[src/logic/gpio_pkg.sv]
package gpio_pkg;

    //////////////////////////////
    // bus widths
    //////////////////////////////

    localparam int unsigned WB_DATA_W = 32;  // wishbone data word
    localparam int unsigned WB_ADR_W  = 5;   // byte address, 8 words
    localparam int unsigned REG_IDX_W = 3;   // word index

    typedef logic [WB_DATA_W-1:0] wb_data_t;
    typedef logic [WB_ADR_W-1:0]  wb_adr_t;   // bits 4:2 select register
    typedef logic [REG_IDX_W-1:0] reg_idx_t;

    //////////////////////////////
    // register map
    //////////////////////////////

    localparam reg_idx_t REG_OUT_EN   = 3'd0;  // pin output enable
    localparam reg_idx_t REG_OUT_DATA = 3'd1;  // pin output value
    localparam reg_idx_t REG_IN_EN    = 3'd2;  // synchronizer enable
    localparam reg_idx_t REG_IN_DATA  = 3'd3;  // read only
    localparam reg_idx_t REG_IRQ_EN   = 3'd4;
    localparam reg_idx_t REG_IRQ_MODE = 3'd5;  // 0 level, 1 edge
    localparam reg_idx_t REG_IRQ_POL  = 3'd6;  // 0 low/falling, 1 high/rising
    localparam reg_idx_t REG_IRQ_STS  = 3'd7;  // write one to clear edge bits

endpackage

[src/logic/gpio_sync.sv]
`timescale 1ns/1ps

module gpio_sync #(
    parameter int unsigned GPIO_WIDTH  = 8,
    parameter int unsigned SYNC_STAGES = 2
) (
    input  logic                  clk,
    input  logic                  rst,
    input  logic [GPIO_WIDTH-1:0] gpio_in,   // asynchronous pins
    input  logic [GPIO_WIDTH-1:0] in_en,     // per-bit enable
    output logic [GPIO_WIDTH-1:0] in_data    // last stage
);

    //////////////////////////////
    // synchronizer chain
    //////////////////////////////

    // stage 0 samples the pins, the last stage is the synchronized value
    logic [SYNC_STAGES-1:0][GPIO_WIDTH-1:0] sync_q;

    always_ff @(posedge clk or posedge rst) begin
        if (rst) begin
            sync_q <= '0;
        end else begin
            // disabled bits load zero at every stage, no toggling
            sync_q[0] <= gpio_in & in_en;
            for (int i = 1; i < SYNC_STAGES; i++) begin
                sync_q[i] <= sync_q[i-1] & in_en;  // shift along
            end
        end
    end

    assign in_data = sync_q[SYNC_STAGES-1];  // SYNC_STAGES edges after the pin

endmodule

[src/logic/gpio_irq.sv]
`timescale 1ns/1ps

module gpio_irq #(
    parameter int unsigned GPIO_WIDTH = 8
) (
    input  logic                  clk,
    input  logic                  rst,
    input  logic [GPIO_WIDTH-1:0] in_data,   // synchronized pins
    input  logic [GPIO_WIDTH-1:0] irq_en,
    input  logic [GPIO_WIDTH-1:0] irq_mode,  // 0 level, 1 edge
    input  logic [GPIO_WIDTH-1:0] irq_pol,   // active value per bit
    input  logic [GPIO_WIDTH-1:0] irq_clr,   // write one to clear mask
    output logic [GPIO_WIDTH-1:0] irq_sts,
    output logic                  irq
);

    logic [GPIO_WIDTH-1:0] act;      // active value per bit
    logic [GPIO_WIDTH-1:0] act_dly;  // previous active value
    logic [GPIO_WIDTH-1:0] edg_set;  // rising active value
    logic [GPIO_WIDTH-1:0] edg_q;    // sticky edge status

    //////////////////////////////
    // active value
    //////////////////////////////

    // input matches polarity, and only for enabled bits
    assign act = ~(in_data ^ irq_pol) & irq_en;

    //////////////////////////////
    // edge detection
    //////////////////////////////

    always_ff @(posedge clk or posedge rst) begin
        if (rst) begin
            act_dly <= '0;
        end else begin
            act_dly <= act;  // one edge behind
        end
    end

    assign edg_set = act & ~act_dly;

    // set wins over clear in the same cycle
    // bits out of edge mode or disabled drop
    always_ff @(posedge clk or posedge rst) begin
        if (rst) begin
            edg_q <= '0;
        end else begin
            edg_q <= ((edg_q & ~irq_clr) | edg_set) & irq_en & irq_mode;
        end
    end

    //////////////////////////////
    // status and merge
    //////////////////////////////

    // level bits follow the active value, edge bits hold until cleared
    assign irq_sts = (act & ~irq_mode) | (edg_q & irq_mode);

    assign irq = |irq_sts;  // single line to the cpu

endmodule

[src/logic/gpio_regs.sv]
`timescale 1ns/1ps

module gpio_regs import gpio_pkg::*; #(
    parameter int unsigned GPIO_WIDTH  = 8,
    parameter int unsigned SYNC_STAGES = 2
) (
    input  logic                  clk,
    input  logic                  rst,
    // register access from the bus adapter
    input  logic                  wr_en,     // one-cycle strobe
    input  reg_idx_t              reg_idx,
    input  wb_data_t              wr_data,
    output wb_data_t              rd_data,   // combinational
    // pins
    input  logic [GPIO_WIDTH-1:0] gpio_in,
    output logic [GPIO_WIDTH-1:0] gpio_out,
    output logic [GPIO_WIDTH-1:0] gpio_oe,
    output logic                  irq
);

    //////////////////////////////
    // local signals
    //////////////////////////////

    logic [GPIO_WIDTH-1:0] wr_bits;     // write data cut to pin width

    // configuration registers
    logic [GPIO_WIDTH-1:0] out_en_q;
    logic [GPIO_WIDTH-1:0] out_data_q;
    logic [GPIO_WIDTH-1:0] in_en_q;
    logic [GPIO_WIDTH-1:0] irq_en_q;
    logic [GPIO_WIDTH-1:0] irq_mode_q;
    logic [GPIO_WIDTH-1:0] irq_pol_q;

    // status side
    logic [GPIO_WIDTH-1:0] in_data;     // from synchronizer
    logic [GPIO_WIDTH-1:0] irq_clr;     // status clear mask
    logic [GPIO_WIDTH-1:0] irq_sts;

    assign wr_bits = wr_data[GPIO_WIDTH-1:0];  // upper bits dropped

    //////////////////////////////
    // register writes
    //////////////////////////////

    always_ff @(posedge clk or posedge rst) begin
        if (rst) begin
            out_en_q   <= '0;
            out_data_q <= '0;
            in_en_q    <= '0;
            irq_en_q   <= '0;
            irq_mode_q <= '0;
            irq_pol_q  <= '0;
        end else if (wr_en) begin
            case (reg_idx)
                REG_OUT_EN:   out_en_q   <= wr_bits;
                REG_OUT_DATA: out_data_q <= wr_bits;
                REG_IN_EN:    in_en_q    <= wr_bits;
                REG_IRQ_EN:   irq_en_q   <= wr_bits;
                REG_IRQ_MODE: irq_mode_q <= wr_bits;
                REG_IRQ_POL:  irq_pol_q  <= wr_bits;
                default: ;  // input data is read only, status handled below
            endcase
        end
    end

    // a write to status is a clear pulse, not a store
    assign irq_clr = (wr_en && reg_idx == REG_IRQ_STS) ? wr_bits : '0;

    assign gpio_out = out_data_q;
    assign gpio_oe  = out_en_q;   // zero after reset, pins float

    //////////////////////////////
    // input synchronizer
    //////////////////////////////

    gpio_sync #(
        .GPIO_WIDTH  (GPIO_WIDTH),
        .SYNC_STAGES (SYNC_STAGES)
    ) u_sync (
        .clk     (clk),
        .rst     (rst),
        .gpio_in (gpio_in),
        .in_en   (in_en_q),
        .in_data (in_data)
    );

    //////////////////////////////
    // interrupt logic
    //////////////////////////////

    gpio_irq #(
        .GPIO_WIDTH (GPIO_WIDTH)
    ) u_irq (
        .clk      (clk),
        .rst      (rst),
        .in_data  (in_data),
        .irq_en   (irq_en_q),
        .irq_mode (irq_mode_q),
        .irq_pol  (irq_pol_q),
        .irq_clr  (irq_clr),
        .irq_sts  (irq_sts),
        .irq      (irq)
    );

    //////////////////////////////
    // read multiplexer
    //////////////////////////////

    // every register zero-extended to a bus word
    always_comb begin
        case (reg_idx)
            REG_OUT_EN:   rd_data = wb_data_t'(out_en_q);
            REG_OUT_DATA: rd_data = wb_data_t'(out_data_q);
            REG_IN_EN:    rd_data = wb_data_t'(in_en_q);
            REG_IN_DATA:  rd_data = wb_data_t'(in_data);
            REG_IRQ_EN:   rd_data = wb_data_t'(irq_en_q);
            REG_IRQ_MODE: rd_data = wb_data_t'(irq_mode_q);
            REG_IRQ_POL:  rd_data = wb_data_t'(irq_pol_q);
            REG_IRQ_STS:  rd_data = wb_data_t'(irq_sts);
            default:      rd_data = '0;
        endcase
    end

endmodule

[src/logic/wb_gpio_slave.sv]
`timescale 1ns/1ps

module wb_gpio_slave import gpio_pkg::*; (
    input  logic     clk,
    input  logic     rst,
    // wishbone classic slave
    input  logic     wb_cyc,
    input  logic     wb_stb,
    input  logic     wb_we,
    input  wb_adr_t  wb_adr,     // byte address
    input  wb_data_t wb_dat_w,
    output wb_data_t wb_dat_r,   // valid while ack is high
    output logic     wb_ack,
    // register block side
    output logic     wr_en,      // one-cycle write strobe
    output reg_idx_t reg_idx,
    output wb_data_t wr_data,
    input  wb_data_t rd_data     // combinational from register block
);

    logic req;     // new request this cycle
    logic ack_q;

    //////////////////////////////
    // request detect
    //////////////////////////////

    // a cycle already acked is not served again
    assign req = wb_cyc & wb_stb & ~ack_q;

    //////////////////////////////
    // acknowledge
    //////////////////////////////

    // fixed latency of one, no wait states
    always_ff @(posedge clk or posedge rst) begin
        if (rst) begin
            ack_q <= 1'b0;
        end else begin
            ack_q <= req;  // high for exactly one cycle
        end
    end

    assign wb_ack = ack_q;

    //////////////////////////////
    // write path
    //////////////////////////////

    // register updates on the same edge that raises ack
    assign wr_en   = req & wb_we;
    assign reg_idx = wb_adr[4:2];  // word index, byte offset ignored
    assign wr_data = wb_dat_w;     // full word, no byte selects

    //////////////////////////////
    // read path
    //////////////////////////////

    // captured at the ack edge, held until the next read
    always_ff @(posedge clk) begin
        if (req && !wb_we) begin
            wb_dat_r <= rd_data;
        end
    end

endmodule

[src/logic/gpio_top.sv]
`timescale 1ns/1ps

module gpio_top import gpio_pkg::*; #(
    parameter int unsigned GPIO_WIDTH  = 8,  // pins, 1 to 32
    parameter int unsigned SYNC_STAGES = 2   // at least 2
) (
    input  logic                  clk,
    input  logic                  rst,
    // wishbone classic slave
    input  logic                  wb_cyc,
    input  logic                  wb_stb,
    input  logic                  wb_we,
    input  wb_adr_t               wb_adr,
    input  wb_data_t              wb_dat_w,
    output wb_data_t              wb_dat_r,
    output logic                  wb_ack,
    // pins
    input  logic [GPIO_WIDTH-1:0] gpio_in,   // asynchronous
    output logic [GPIO_WIDTH-1:0] gpio_out,
    output logic [GPIO_WIDTH-1:0] gpio_oe,
    output logic                  irq
);

    // adapter to register block
    logic     wr_en;
    reg_idx_t reg_idx;
    wb_data_t wr_data;
    wb_data_t rd_data;

    wb_gpio_slave u_wb_slave (
        .clk      (clk),
        .rst      (rst),
        .wb_cyc   (wb_cyc),
        .wb_stb   (wb_stb),
        .wb_we    (wb_we),
        .wb_adr   (wb_adr),
        .wb_dat_w (wb_dat_w),
        .wb_dat_r (wb_dat_r),
        .wb_ack   (wb_ack),
        .wr_en    (wr_en),
        .reg_idx  (reg_idx),
        .wr_data  (wr_data),
        .rd_data  (rd_data)
    );

    gpio_regs #(
        .GPIO_WIDTH  (GPIO_WIDTH),
        .SYNC_STAGES (SYNC_STAGES)
    ) u_regs (
        .clk      (clk),
        .rst      (rst),
        .wr_en    (wr_en),
        .reg_idx  (reg_idx),
        .wr_data  (wr_data),
        .rd_data  (rd_data),
        .gpio_in  (gpio_in),
        .gpio_out (gpio_out),
        .gpio_oe  (gpio_oe),
        .irq      (irq)
    );

endmodule

[config.mk]
export PLATFORM = sky130hd
export DESIGN_NAME = gpio_top
export DESIGN_NICKNAME = d
export VERILOG_FILES = /design/src/logic/gpio_pkg.sv /design/src/logic/gpio_sync.sv /design/src/logic/gpio_irq.sv /design/src/logic/gpio_regs.sv /design/src/logic/wb_gpio_slave.sv /design/src/logic/gpio_top.sv
export SDC_FILE = /design/constraint.sdc
export NUM_CORES = 1
export LEC_CHECK = 0
export ABC_AREA = 0
export BUFFER_PORTS_ARGS = -buffer_cell sky130_fd_sc_hd__buf_2
export CAP_MARGIN = 20
export CORE_AREA = 4 4 93 161
export DETAILED_ROUTE_END_ITERATION = 8
export DIE_AREA = 0 0 97 165
export PLACE_DENSITY = 0.72
export REMOVE_ABC_BUFFERS = 1
export SYNTH_ARGS = -nofsm -noshare
export SYNTH_HDL_FRONTEND = slang
export SYNTH_HIERARCHICAL = 1
export SYNTH_SLANG_ARGS = --single-unit
[constraint.sdc]
create_clock -name clk -period 1.7 [get_ports clk]
set_clock_uncertainty 0.1 [all_clocks]
set_input_delay 0 -clock clk [delete_from_list [all_inputs] [get_ports clk]]
set_output_delay 0 -clock clk [all_outputs]
set_load 0.02 [all_outputs]
==> results_dict.tcl <==
set metrics [dict create \
    grt_pass1_vias 3791 \
    slew_headroom 0.4951 \
    cts_max_path_buffers 2 \
    synth_warnings 6 \
    row_count 57 \
    die_w_microns 97 \
    cts-buffers-inserted 17 \
    path_clk_slew_ns 0.06 \
    cts_root_buffer "clkbuf_16" \
    nNetsFinal 602 \
    fin_setup_tns_ns -3.742 \
    critPathTopFamily "flip-flops" \
    violations "setup timing" \
    grt_pass1_wl_mm 20.11 \
    setup_violations 44 \
    via_per_inst 4.850 \
    drtAntennaViolNets 0 \
    period_needed_ns 1.991 \
    netlist_area_sq_um 5186 \
    wire_per_inst_microns 17.17 \
    vdd_drop_max_mv 0.6683 \
    finalMaxSlewViolations 0 \
    clk_latency_ns 0.41 \
    core_sq_um 13760 \
    dpl.hpwl_mm 8.609 \
    hp-class "primary input to asynchronous set/reset pin" \
    maxCapViolations 0 \
    antenna_found_initial 0 \
    final_common_cell "dfrtp_1" \
    cp-end-kind "primary output" \
    worst_path_largest_cell_delay_ns 0.40 \
    leakage_nw 3.444 \
    die_h_microns 165 \
    dieArea_sq_um 16010 \
    worstMarginPinSlew_ns 0.7564 \
    hold_viol 0 \
    vias 3599 \
    area_growth_pct 37.78 \
    multi_input_area_sq_um 2031 \
    syn_avg_cell_area_sq_um 12.74 \
    power_density_nw_per_um2 1228 \
    num_antenna_cells 0 \
    crit_fanout 2 \
    setup.worst_path.start "u_regs/u_sync/in_data[7]" \
    rrSetupSlack_ns -0.15 \
    max_freq_ghz 0.5024 \
    grt_max_degree 33 \
    wl_mm 12.74 \
    start_util 0.3768 \
    io_pins 100 \
    drtIter0Drc 231 \
    cp-start-kind "flip-flop" \
    io_buffers 73 \
    status "finished, violations left" \
    overflow 0 \
    crit_buf_inv 2 \
    worstPathRequired_ns 1.60 \
    h-tree-depth 4 \
    crit_slowest_cell "dfrtp_1" \
    final_cell_mix "81 x dfrtp_1, 72 x buf_2, 44 x buf_4, 33 x mux2_4, 32 x edfxtp_1" \
    drive_above_1_share 0.4708 \
    cp.arrival_ns 1.89 \
    rsz0062_at_grt "yes" \
    path_class "flip-flop to primary output" \
    grt_usage 0.1656 \
    netlist_instances 407 \
    fillerInstances 1124 \
    r2r-start "u_regs/irq_pol_q[1]" \
    fin_crit_sh 1.171 \
    fin_cells 742 \
    drc 0 \
    dp_cells 678 \
    critical_path.cell_chain "xnor2_1 > a22o_1 > buf_4 > nor4_4 > nand2_1 > buf_6" \
    cts.sinks 113 \
    cts_tree "yes" \
    regArea_sq_um 2988 \
    place.gp.congestion 0.8338 \
    drt-pass1-iter-count 4 \
    setup_slack_ns -0.2906 \
]
[report_power, final]
part           switching (W)  internal (W)  leakage [nW]  total, W
combinational       0.000792      0.000906          1.80   0.00170
sequential          0.000252       0.00316          1.34   0.00341
clock                0.00132       0.00235         0.305   0.00367
total                0.00236       0.00641          3.44   0.00878
[metal layers]
| layer | wire, microns | global-route usage | vias up |
|---|---|---|---|
| met4 | 499 | 0.09329 | 0 |
| li1 | - | - | 1642 |
| met2 | 6640 | 0.2912 | 137 |
| met3 | 680 | 0.04861 | 45 |
| met1 | 4922 | 0.1770 | 1775 |
| met5 | 0 | 0 | - |
[timing repair]
item | 4_1_cts | 5_1_grt
gates cloned | 0 | 1
endpoints found under the hold margin | 138 | 0
pin swaps | 14 | 28
gates resized for setup | 54 | 42
buffers inserted | 5 | 6
hold buffers | 20 | 0
setup endpoints to repair | 53 | 55
[tightest hold or removal path, stage by stage]
cell and delay [ns]:
dlygate4sd3_1 0.53, buf_2 0.15, inv_1 0.05, buf_4 0.28
[metrics by stage]
step	setup WS [ns]	power (W)	hold WS (ns)	area, sq um	utilization
floorplan	-0.2379	0.004203	-0.3713	4847	-
finish	-0.2906	0.008776	0.1122	7146	0.5191
global placement	-0.1143	0.004753	-0.2178	5877	0.4270
detailed placement	-0.1726	0.004837	-0.2185	5877	0.4270
CTS	-0.2897	0.008733	0.08917	6960	0.5057
global route	-0.3513	0.009166	0.1340	7146	0.5191
[registers in the layout (all words and copies together) (netlist names)]
register and cells:
u_wb_slave/wb_dat_r 32, u_regs/gpio_oe 8, u_regs/gpio_out 8, u_regs/in_en_q 8, u_regs/irq_en_q 8, u_regs/irq_mode_q 8, u_regs/irq_pol_q 8, u_regs/u_irq/act_dly 8
u_regs/u_irq/edg_q 8, u_regs/u_sync/in_data 8, u_regs/u_sync/sync_q 8, u_wb_slave/wb_ack 1
[area by class of cell]
| type | instances | share of cell area |
|---|---|---|
| clock buffers | 19 | 0.06654 |
| multi-input cells | 233 | 0.2842 |
| flip-flops and latches | 113 | 0.4181 |
| clock inverters | 13 | 0.02031 |
| inverters | 28 | 0.01471 |
| repair buffers | 159 | 0.1651 |
| well taps | 177 | 0.03099 |
[final timing paths]
kind,cells past startpoint,endpoint
worst min register to register,1,u_regs/u_sync/in_data[3]
worst min-delay path,4,u_regs/u_sync/sync_q[1]
worst max register to register,6,u_wb_slave/wb_dat_r[1]
min in group clk,4,u_regs/gpio_oe[5]
worst max-delay path,6,irq
max in group asynchronous,3,u_regs/u_irq/act_dly[6]
No activity file was read; power rests on OpenSTA's default activity.
